`config.mk`:
```
export PLATFORM = sky130hd
export DESIGN_NAME = cluster_fsm
export DESIGN_NICKNAME = d
export VERILOG_FILES = /design/src/verilog/soc_ctrl_pkg.sv /design/src/verilog/cluster_fsm.sv
export VERILOG_INCLUDE_DIRS = /design/src /design/src/verilog
export SDC_FILE = /design/constraint.sdc
export NUM_CORES = 1
export LEC_CHECK = 0
export BUFFER_PORTS_ARGS = -buffer_cell sky130_fd_sc_hd__buf_2
export CORE_AREA = 2 2 39 41
export CTS_CLUSTER_SIZE = 10
export DETAILED_ROUTE_END_ITERATION = 8
export DIE_AREA = 0 0 41 43
export GPL_ROUTABILITY_DRIVEN = 0
export PLACE_DENSITY_LB_ADDON = 0.08
export SLEW_MARGIN = 20
export SYNTH_ARGS = -nofsm -noshare
export SYNTH_HDL_FRONTEND = slang
export SYNTH_SLANG_ARGS = --single-unit
export TNS_END_PERCENT = 100
```
`constraint.sdc`:
```
create_clock -name clk_i -period 1.31 [get_ports clk_i]
set_clock_uncertainty 0.15 [all_clocks]
set_input_delay 0.131 -clock clk_i [delete_from_list [all_inputs] [get_ports clk_i]]
set_output_delay 0.131 -clock clk_i [all_outputs]
set_load 0.02 [all_outputs]
```
`src/verilog/soc_config.svh`:
```
// SoC sizing macros for memory depth, bus widths and cluster run length; include where needed
`ifndef SOC_CONFIG_SVH
`define SOC_CONFIG_SVH

// L2 depth in 64-bit words
`define SOC_L2_WORDS 256

// byte address width, covers the whole L2
`define SOC_ADDR_W 11

// bus widths
`define SOC_DATA_W 64
`define SOC_NARROW_W 32

// cluster stand-in run length in cycles
`define SOC_CL_RUN_CYCLES 20
`define SOC_RUN_CNT_W 5

`endif

```
`src/verilog/soc_ctrl_pkg.sv`:
```
// Cluster control types for the run state machine and its timer
`default_nettype none

`include "soc_config.svh"

package soc_ctrl_pkg;

  typedef enum logic [1:0] {
    IDLE,
    RUN,
    DONE
  } cl_state_e;

  typedef logic [`SOC_RUN_CNT_W-1:0] run_cnt_t;

endpackage

`default_nettype wire

```
`src/verilog/cluster_fsm.sv`:
```
// Cluster control sequencer, turns fetch enable into busy and end of computation
`timescale 1ns/1ps
`default_nettype none

module cluster_fsm (
  input  logic clk_i,
  input  logic reset_i,
  input  logic fetch_en_i,
  input  logic expired_i,
  output logic timer_load_o,
  output logic busy_o,
  output logic eoc_o
);

  soc_ctrl_pkg::cl_state_e state_q;
  soc_ctrl_pkg::cl_state_e state_d;

  always_comb begin
    state_d = state_q;
    case (state_q)
      soc_ctrl_pkg::IDLE: if (fetch_en_i) state_d = soc_ctrl_pkg::RUN;
      soc_ctrl_pkg::RUN:  if (expired_i) state_d = soc_ctrl_pkg::DONE;
      // eoc held until the host drops fetch enable
      soc_ctrl_pkg::DONE: if (!fetch_en_i) state_d = soc_ctrl_pkg::IDLE;
      default:            state_d = soc_ctrl_pkg::IDLE;
    endcase
  end

  always_ff @(posedge clk_i) begin
    if (reset_i) begin
      state_q <= soc_ctrl_pkg::IDLE;
    end else begin
      state_q <= state_d;
    end
  end

  // timer starts on the same edge that enters RUN
  assign timer_load_o = (state_q == soc_ctrl_pkg::IDLE) && fetch_en_i;
  assign busy_o       = (state_q == soc_ctrl_pkg::RUN);
  assign eoc_o        = (state_q == soc_ctrl_pkg::DONE);

  a_busy_eoc_excl: assert property (
    @(posedge clk_i) disable iff (reset_i) !(busy_o && eoc_o)
  );

endmodule

`default_nettype wire

```
## Yosys cells after proc, flatten, opt, wreduce, memory -nomap -nowiden

Index checks and enable logic that the tools add are counted.

- Register bits after elaboration: 2
- Bits of input ports: 4

- Equality and inequality tests: 5
- Multiplexer cells: 4
- Reductions and logical operators: 3

Operators by type and width:

| kind | count |
|---|---|
| $mux W2 | 3 |
| $ne A2 B2 Y1 const B | 3 |
| $pmux W2 S3 | 1 |
| $reduce_and A3 Y1 | 1 |
| $eq A2 B1 Y1 const B | 1 |
| $eq A2 B2 Y1 const B | 1 |
| $logic_not A2 Y1 | 1 |
| $logic_and A1 B1 Y1 | 1 |

## Logic depth before layout (Yosys ltp)

Gate-level depths: netlist of the first run.

- Word-level depth: 3
- Mapped depth: 2
- Gate-level depth less buffers: 2

## Worst setup path after synthesis of the first run

Ideal clock, no wire load.

- Kind: reg2out
- From: reg state_q[0]
- To: out timer_load_o
- Data arrival time: 874 ps
- Data required time: 1029 ps
- Slack: 155 ps
- Stages on the path, launching flop included: 2
- Cell sequence: dfxtp_1 > nor3b_1

- Longest elaborated chain between the ends: 2

RTL lines:

| item | RTL line | text |
|---|---|---|
| start, declared | cluster_fsm.sv:15 | `soc_ctrl_pkg::cl_state_e state_q;` |
| start signal, assigned | cluster_fsm.sv:31 | `state_q <= soc_ctrl_pkg::IDLE;` |
| start signal, assigned | cluster_fsm.sv:33 | `state_q <= state_d;` |
| $logic_not A2 Y1 | cluster_fsm.sv:38 | `assign timer_load_o = (state_q == soc_ctrl_pkg::IDLE) && fetch_en_i;` |
| $logic_and A1 B1 Y1 | cluster_fsm.sv:38 |  |
| end, declared | cluster_fsm.sv:10 | `output logic timer_load_o,` |

No other way between the ends.

## Worst setup path after layout of the first run

- From: reg state_q[1]
- To: out eoc_o

- Longest elaborated chain between the ends: 1

RTL lines:

| item | RTL line | text |
|---|---|---|
| $eq A2 B2 Y1 | cluster_fsm.sv:40 | `assign eoc_o = (state_q == soc_ctrl_pkg::DONE);` |
| end, declared | cluster_fsm.sv:12 | `output logic eoc_o` |

No other way between the ends.

==> results.md, run 1 <==
* Status: finished clean
* CTS Buf Count at 3
* Mean number of vias per cell at 3.16
* Hold EP: state_q[1]
* Die H at 43 um
* DR WL/cell at 7.54 um
* Final Hold Fails at 0
* Critical setup path kind: flop to output pin
* Vias in the first global route at 137
* Area grow syn2layout at 90.0%
* Crit-path max FO at 6
* Largest net degree at the start of global routing at 8
* DRT iter0 DRCs at 0
* Arr. time, crit path at 950 ps
* R2R setup slack at 320 ps
* Post-synth top cells: 2 x dfxtp_1, 2 x nand2b_1, 2 x nand3b_1, 2 x nor2b_1
* Mean Syn Cell Area at 9.10 um^2
* Initial antenna violation count at 0
* FFs w/ async S/R, synth at 0
* Synth Instances at 11
* Core region area at 0.00138 mm^2
* Worst-margin pin slew at 206 ps
* Die width at 41 um
* VDD IR max at 0.201 mV
* CP endpoint kind: output pin
* Pwr/cell area at 1270 mW/mm^2
* Sequential element share of the synthesized area at 0.400
* Regs by FF count: state_q: 2 flops
* # IOs at 7
* Rel. slew slack at 0.862
* Nets at 27
* Die area at 0.00176 mm^2
* Setup TNS at 0 ps
* CP max-delay cell: dfxtp_1
* Clock latency on the worst-skew pair at 220 ps
* EDFF count, synth at 0
* Area of the mapped netlist at 100 um^2
* Met3 global-route usage at 0.0157
* Max incr delay on CP at 410 ps
* F_max at 0.812 GHz
* Grt met2 use at 0.0750
* CTS H-tree lvls at 1
* Root Driver: clkbuf_4
* First-pass GRT wire length at 496 um
* Critical Path RT at 1030 ps
* CTS Buffer Depth at 2
* DR DRC count at 0
* Pre-CTS setup slack at 300 ps
* Top cell type by total area after synthesis: dfxtp_1
* Setup-failing EPs final at 0
* Leak pwr at 0.0821 nW
* Vias at 117
* RSZ-0062 raised after global routing: no
* GRT busiest layer: met4
* Cell variety after synth at 7
* Yosys top cell area share at 0.400
* Pre-Repair DR Iteration Count at 1
* Cells along the critical path: nor2b_1 > buf_2
* Final Cell Area at 190 um^2
* Final period util at 0.940
* Worst-path clk slew at 30 ps
* CTS sink count at 2
* Post-route ant nets at 0
* Setup bufs post-CTS at 0
* GRT Overall Usage at 0.0490
* Synth area leaders: dfxtp_1 40%, nand3b_1 15%, nand2b_1 13%
* Most flop-heavy register: state_q
* Max reg flops at 2
* Share of layout cells above drive strength 1 at 0.476
* Synthesized flop and latch total at 2
* Initial core utilization at 0.0723
* Worst Setup Start Kind: flop
* Post-DP Area at 150 um^2
* Final Max Slew Viols at 0
* N_diodes at 0
* Main flop type after synthesis: dfxtp_1
* Final worst setup slack at 78.0 ps
* Hold path startpoint: expired_i
* Port Buffers at 6
* Overflow after GRT at 0
* Hold Crit Depth at 3
* R2r endpoint: state_q[0]
* HP Class: input pin to flop
* Clock period minus final worst setup slack at 1230 ps
* Mapped Nets at 15
* Max Cap Viol at 0
* Worst R2R Path Depth at 2
* Grt met1 use at 0.0318
* Site Rows at 14
* Drt total wl at 279 um
* R2r startpoint: state_q[0]
* CTS tree: done
* Synthesis Warnings at 0
-- critical path: cells and delay by family (launching register included) --
kind	cells	cell delay, ps
buf+inv	1	170
flops	1	410
simple gates	1	150
-- area by class of cell --
class / instances / area (um^2)
fill: 168 / 1190
multi-input combinational: 9 / 65.1
timing repair buffer: 7 / 42.5
sequential: 2 / 40.0
clock buffer: 3 / 22.5
tap: 16 / 20.0
-- cell usage in the layout (no fill, tap or decap) --
cell type / count
nand2b_1: 2
nor2b_1: 2
buf_2: 5
dlygate4sd3_1: 1
dfxtp_1: 2
nor3b_2: 1
buf_4: 1
a211oi_1: 1
a21oi_1: 1
nand3b_1: 2
clkbuf_4: 3
-- cells by family (layout without fill, tap and decap cells) --
family	count (synthesis)	after routing	share of synthesized area
and+or+nand+nor	7	7	0.475
AOI/OAI and AO/OA	2	2	0.125
DFF	2	2	0.400
buffers and inverters	0	10	0
-- worst max path at each step --
stage | end | startpoint | cells past startpoint
CTS | timer_load_o | state_q[0] | 2
detailed placement | timer_load_o | state_q[0] | 2
global placement | state_q[0] | state_q[0] | 2
global route | eoc_o | state_q[1] | 2
floorplan | timer_load_o | state_q[0] | 1
finish | eoc_o | state_q[1] | 2
-- where the power goes --
part | internal, W | switching (W)
combinational | 0.0000199 | 0.0000174
sequential | 0.0000653 | 0.00000606
clock | 0.000101 | 0.0000324
total | 0.000186 | 0.0000559
-- metrics by stage --
stage	total power, W	cells	utilization	hold WS [ps]
after floorplan	0.0000901	11	-	50.1
after global placement	0.000106	33	0.108	173
after detailed placement	0.000105	33	0.108	170
after CTS	0.000250	37	0.132	48.4
after global routing	0.000269	37	0.137	52.1
final	0.000242	37	0.137	52.2
-- what timing repair did --
action                                 CTS  global route
setup endpoints to repair                0             1
endpoints found under the hold margin    2             0
resized for setup                        0             2
hold buffers                             1             0
-- metal layers --
metal | wire length, um | up-vias
met5 | 0 | -
met4 | 0 | 0
met3 | 16 | 0
met2 | 178 | 3
met1 | 84 | 54
li1 | - | 60
Note: power is estimated with default switching activity, not from simulation.
==> run 2, diff against run 1 <==
--- a/config.mk
+++ b/config.mk
@@ -8,6 +8,7 @@
 export LEC_CHECK = 0
 export BUFFER_PORTS_ARGS = -buffer_cell sky130_fd_sc_hd__buf_2
 export CORE_AREA = 2 2 39 41
+export CTS_BUF_LIST = sky130_fd_sc_hd__clkbuf_8
 export CTS_CLUSTER_SIZE = 10
 export DETAILED_ROUTE_END_ITERATION = 8
 export DIE_AREA = 0 0 41 43
==> results.md, run 2 (same netlist as run 1, synthesis figures left out) <==
* Most flop-heavy register: state_q
* DRT iter0 DRCs at 4 (+4)
* Multi-input logic area at 65.1 um^2 (unchanged)
* RSZ-0062 raised after global routing: no
* DR DRC count at 0 (unchanged)
* DR WL/cell at 7.86 um (+4.3%)
* Worst-path clk slew at 30 ps (about the same)
* Worst Setup Start Kind: flop
* Initial core utilization at 0.0723 (unchanged)
* Vias in the first global route at 132 (-3.6%)
* N_diodes at 0 (unchanged)
* GRT Overall Usage at 0.0511 (+0.00200)
* Commonest non-fill, non-tap cells in the layout: 5 x buf_2, 3 x clkbuf_8
* CTS tree: done
* Rel. slew slack at 0.855 (-0.00729)
* Initial antenna violation count at 0 (unchanged)
* VDD IR max at 0.282 mV (+40%)
* Die width at 41 um (unchanged)
* Pre-CTS setup slack at 300 ps (unchanged)
* Final worst setup slack at 85.0 ps (+6.94 ps)
* Filler cell count at 171 (+1.8%)
* Max Cap Viol at 0 (unchanged)
* Max incr delay on CP at 420 ps (about the same)
* Critical Path RT at 1030 ps (about the same)
* R2r startpoint: state_q[0]
* Setup-failing EPs final at 0 (unchanged)
* Mean number of vias per cell at 3.05 (-3.4%)
* CP endpoint kind: output pin
* CTS H-tree lvls at 1 (unchanged)
* Drt total wl at 291 um (+4.3%)
* Final period util at 0.935 (-0.00530)
* F_max at 0.816 GHz (+0.57%)
* Core region area at 0.00138 mm^2 (unchanged)
* Die area at 0.00176 mm^2 (unchanged)
* Final Cell Area at 209 um^2 (+9.9%)
* # IOs at 7 (unchanged)
* Site Rows at 14 (unchanged)
* Pre-Repair DR Iteration Count at 4 (+3)
* Regs by FF count: state_q: 2 flops
* Root Driver: clkbuf_8
* Final Hold Fails at 0 (unchanged)
* Critical setup path kind: flop to output pin
* Clock period minus final worst setup slack at 1230 ps (-6.94 ps)
* Status: finished clean
* Nets at 27 (unchanged)
* CTS Buffer Depth at 2 (unchanged)
* Setup TNS at 0 ps (unchanged)
* HP Class: input pin to flop
* Largest net degree at the start of global routing at 8 (unchanged)
* Max reg flops at 2 (unchanged)
* Area grow syn2layout at 109%
* First-pass GRT wire length at 531 um (+7.1%)
* Post-DP Area at 150 um^2 (unchanged)
* Final core occ at 0.151 (+0.0136)
* Die H at 43 um (unchanged)
* Port Buffers at 6 (unchanged)
* CTS sink count at 2 (unchanged)
* Crit-path max FO at 7 (+1)
* Most common cell after layout, fill and taps aside: buf_2
* Hold path startpoint: expired_i
* Arr. time, crit path at 940 ps (about the same)
* Cells along the critical path: nor2b_1 > buf_2
* Clock latency on the worst-skew pair at 210 ps (about the same)
* CTS Buf Count at 3 (unchanged)
* Worst-margin pin slew at 217 ps (+10.9 ps)
* Pwr/cell area at 1670 mW/mm^2 (+31%)
* Leak pwr at 0.0899 nW (+9.5%)
* Vias at 113 (-3.4%)
* Seq. cell area at 40.0 um^2 (unchanged)
* Crit path from: state_q[0]
* Final Max Slew Viols at 0 (unchanged)
* Post-route ant nets at 0 (unchanged)
* Share of layout cells above drive strength 1 at 0.476 (unchanged)
* Overflow after GRT at 0 (unchanged)
* CP max-delay cell: dfxtp_1
==> run 2: cell types whose count changed in the layout (fill, tap and decap cells not counted) <==
cell      delta
clkbuf_4     -3
clkbuf_8     +3
==> run 2: where the power goes <==
part	switching, W	internal (W)	leakage (nW)
logic	0.0000175	0.0000199	0.0519
clock network	0.0000451	0.000194	0.0216
registers	0.00000628	0.0000653	0.0164
==> run 2: final timing paths <==
check                                  end  slack (ps)  cells after the start
worst max-delay path                busy_o          80                      2
worst min-delay path            state_q[0]          70                      3
worst max register to register  state_q[0]         310                      2
worst min register to register  state_q[0]         390                      1
==> run 2: critical path: cells and delay by family (launching register included) <==
kind / cells / cell delay, ps
buf+inv: 1 / 170
flops: 1 / 420
simple gates: 1 / 150
==> run 2: what timing repair did <==
| action | 4_1_cts | 5_1_grt |
|---|---|---|
| gates resized for setup | 0 | 2 |
| setup buffers | 0 | 0 |
| setup endpoints to repair | 0 | 1 |
| hold buffers | 1 | 0 |
| hold endpoints to repair | 2 | 0 |
==> run 2: layer usage <==
metal  GRT usage  part of all wire  up-vias
met1      0.0414              0.35       51
met3      0.0157             0.055        0
met2      0.0719              0.59        3
li1            -                 -       59
met5           0                 0        -
met4      0.0800                 0        0
==> run 2: area by class of cell <==
class	instances	share of cell area
Timing Repair Buffer	7	0.204
Tap cell	16	0.0958
Multi-Input combinational cell	9	0.311
Sequential cell	2	0.192
Clock buffer	3	0.198
==> run 2: metrics by stage <==
stage	hold WS, ps	std cells	power (W)
6_report	67.4	37	0.000348
5_1_grt	76.3	37	0.000374
4_1_cts	67.2	37	0.000354
3_5_place_dp	170	33	0.000105
3_3_place_gp	173	33	0.000106
2_1_floorplan	50.1	11	0.0000901
==> run 3, diff against run 2 <==
--- a/config.mk
+++ b/config.mk
@@ -7,6 +7,8 @@
 export NUM_CORES = 1
 export LEC_CHECK = 0
 export BUFFER_PORTS_ARGS = -buffer_cell sky130_fd_sc_hd__buf_2
+export CELL_PAD_IN_SITES_DETAIL_PLACEMENT = 1
+export CELL_PAD_IN_SITES_GLOBAL_PLACEMENT = 1
 export CORE_AREA = 2 2 39 41
 export CTS_BUF_LIST = sky130_fd_sc_hd__clkbuf_8
 export CTS_CLUSTER_SIZE = 10
==> results.md, run 3 (same netlist as run 1, synthesis figures left out) <==
* Status: finished clean
* Overflow after GRT at 0 (unchanged)
* Drt total wl at 312 um (+7.2%)
* Root Driver: clkbuf_8
* Max Cap Viol at 0 (unchanged)
* Final worst setup slack at 92.6 ps (+7.67 ps)
* Cell family with most CP delay: flip-flops
* R2r endpoint: state_q[0]
* Vias in the first global route at 117 (-11%)
* Pre-CTS setup slack at 303 ps (+3.57 ps)
* GRT Overall Usage at 0.0531 (+0.00200)
* Internal at 0.000277 W (-0.80%)
* CTS tree: done
* Max incr delay on CP at 410 ps (about the same)
* Setup TNS at 0 ps (unchanged)
* Critical setup path kind: flop to output pin
* CP endpoint kind: output pin
* Worst-margin pin slew at 199 ps (-18.3 ps)
* Worst-path clk slew at 30 ps (about the same)
* DR WL/cell at 8.43 um (+7.2%)
* CTS Buf Count at 3 (unchanged)
* Arr. time, crit path at 940 ps (about the same)
* Post-route ant nets at 0 (unchanged)
* Die width at 41 um (unchanged)
* # IOs at 7 (unchanged)
* F_max at 0.821 GHz (+0.63%)
* Share of layout cells above drive strength 1 at 0.429 (-0.0476)
* R2r startpoint: state_q[0]
* Post-DP Area at 150 um^2 (unchanged)
* Sw Pwr at 0.0000707 W (+2.6%)
* Final Hold Fails at 0 (unchanged)
* Die area at 0.00176 mm^2 (unchanged)
* First-pass GRT wire length at 469 um (-12%)
* Mean number of vias per cell at 3.27 (+7.1%)
* Worst Setup Start Kind: flop
* Die H at 43 um (unchanged)
* DR DRC count at 0 (unchanged)
* Largest net degree at the start of global routing at 8 (unchanged)
* Commonest non-fill, non-tap cells in the layout: 6 x buf_2, 3 x clkbuf_8
* CTS H-tree lvls at 1 (unchanged)
* Sequential Power Share at 0.204 (-0.002)
* Cells along the critical path: nor2b_1 > buf_2
* Hold path startpoint: expired_i
* DRT iter0 DRCs at 1 (-3)
* CTS Buffer Depth at 2 (unchanged)
* Core region area at 0.00138 mm^2 (unchanged)
* CP max-delay cell: dfxtp_1
* Tightest hold margin at 50.0 ps (-17.4 ps)
* Final Max Slew Viols at 0 (unchanged)
* HP Class: input pin to flop
* Pwr/cell area at 1730 mW/mm^2 (+3.6%)
* RSZ-0062 raised after global routing: no
* Initial antenna violation count at 0 (unchanged)
* Site Rows at 14 (unchanged)
* Crit-path max FO at 7 (unchanged)
* End of the critical path: busy_o
* Crit path from: state_q[0]
* Final Cell Area at 201 um^2 (-3.6%)
* Leak pwr at 0.0863 nW (-4.0%)
* Rel. slew slack at 0.867 (+0.0116)
* Setup-failing EPs final at 0 (unchanged)
* Nets at 27 (unchanged)
* Worst Path Buf+Inv at 1 (unchanged)
* R2R setup slack at 320 ps (about the same)
* Post-CTS Resized at 0 (unchanged)
* Area grow syn2layout at 101%
* N_diodes at 0 (unchanged)
* Clock latency on the worst-skew pair at 210 ps (about the same)
* Initial core utilization at 0.0723 (unchanged)
* HPWL Detailed at 223 um
* Most common cell after layout, fill and taps aside: buf_2
* Pre-Repair DR Iteration Count at 2 (-2)
* Max reg flops at 2 (unchanged)
* Final period util at 0.929 (-0.00585)
* Comb pwr share at 0.100 (-0.007)
* Sw Share at 0.203 (+0.00534)
* Critical Path RT at 1030 ps (about the same)
* Most flop-heavy register: state_q
* Port Buffers at 6 (unchanged)
* Clock group share of total power at 0.696 (+0.009)
* Clock period minus final worst setup slack at 1220 ps (-7.67 ps)
* Regs by FF count: state_q: 2 flops
* CTS sink count at 2 (unchanged)
* VDD IR max at 0.260 mV (-7.8%)
* Total stage count of the critical path at 2 (unchanged)
* Vias at 121 (+7.1%)
* Worst R2R Path Depth at 2 (unchanged)
run 3: stage by stage:
stage | utilization | instances | total power (W)
after floorplan | - | 11 | 0.0000901
after global placement | 0.108 | 33 | 0.000105
after detailed placement | 0.108 | 33 | 0.000105
after CTS | 0.146 | 37 | 0.000355
after global routing | 0.146 | 37 | 0.000362
final | 0.146 | 37 | 0.000348
run 3: metal layers:
layer,vias up,global-route usage,part of all wire
met5,-,0,0
met4,0,0.100,0.093
met3,4,0.0471,0.080
met2,4,0.0531,0.46
met1,54,0.0382,0.37
li1,59,-,-
run 3: final cells by class:
type	instances	area, um^2
Clock buffer	3	41.3
Fill cell	166	1180
Multi-Input combinational cell	9	60.1
Sequential cell	2	40.0
Tap cell	16	20.0
Timing Repair Buffer	7	40.0
run 3: power groups by stage:
| stage | Combinational, W | Sequential (W) | Clock (W) |
|---|---|---|---|
| after CTS | 0.0000356 | 0.0000710 | 0.000248 |
| after detailed placement | 0.0000330 | 0.0000717 | 0 |
| after floorplan | 0.0000201 | 0.0000700 | 0 |
| after global routing | 0.0000378 | 0.0000721 | 0.000252 |
| final | 0.0000347 | 0.0000710 | 0.000242 |
| after global placement | 0.0000332 | 0.0000720 | 0 |
run 3: worst min-delay path: stages:
cell and delay [ps]:
buf_2 100, nand3b_1 70, a21oi_1 60
run 3: what timing repair did:
action | in CTS | in global routing
hold buffers | 1 | 0
hold endpoints to repair | 2 | 0
buffers inserted | 0 | 0
run 3: worst min path at each step:
stage                 end  slack [ps]  depth (start not counted)
3_5_place_dp   state_q[1]         170                          2
6_report       state_q[1]          50                          3
4_1_cts        state_q[1]          50                          3
5_1_grt        state_q[1]          60                          3
3_3_place_gp   state_q[1]         170                          2
2_1_floorplan  state_q[1]          50                          1
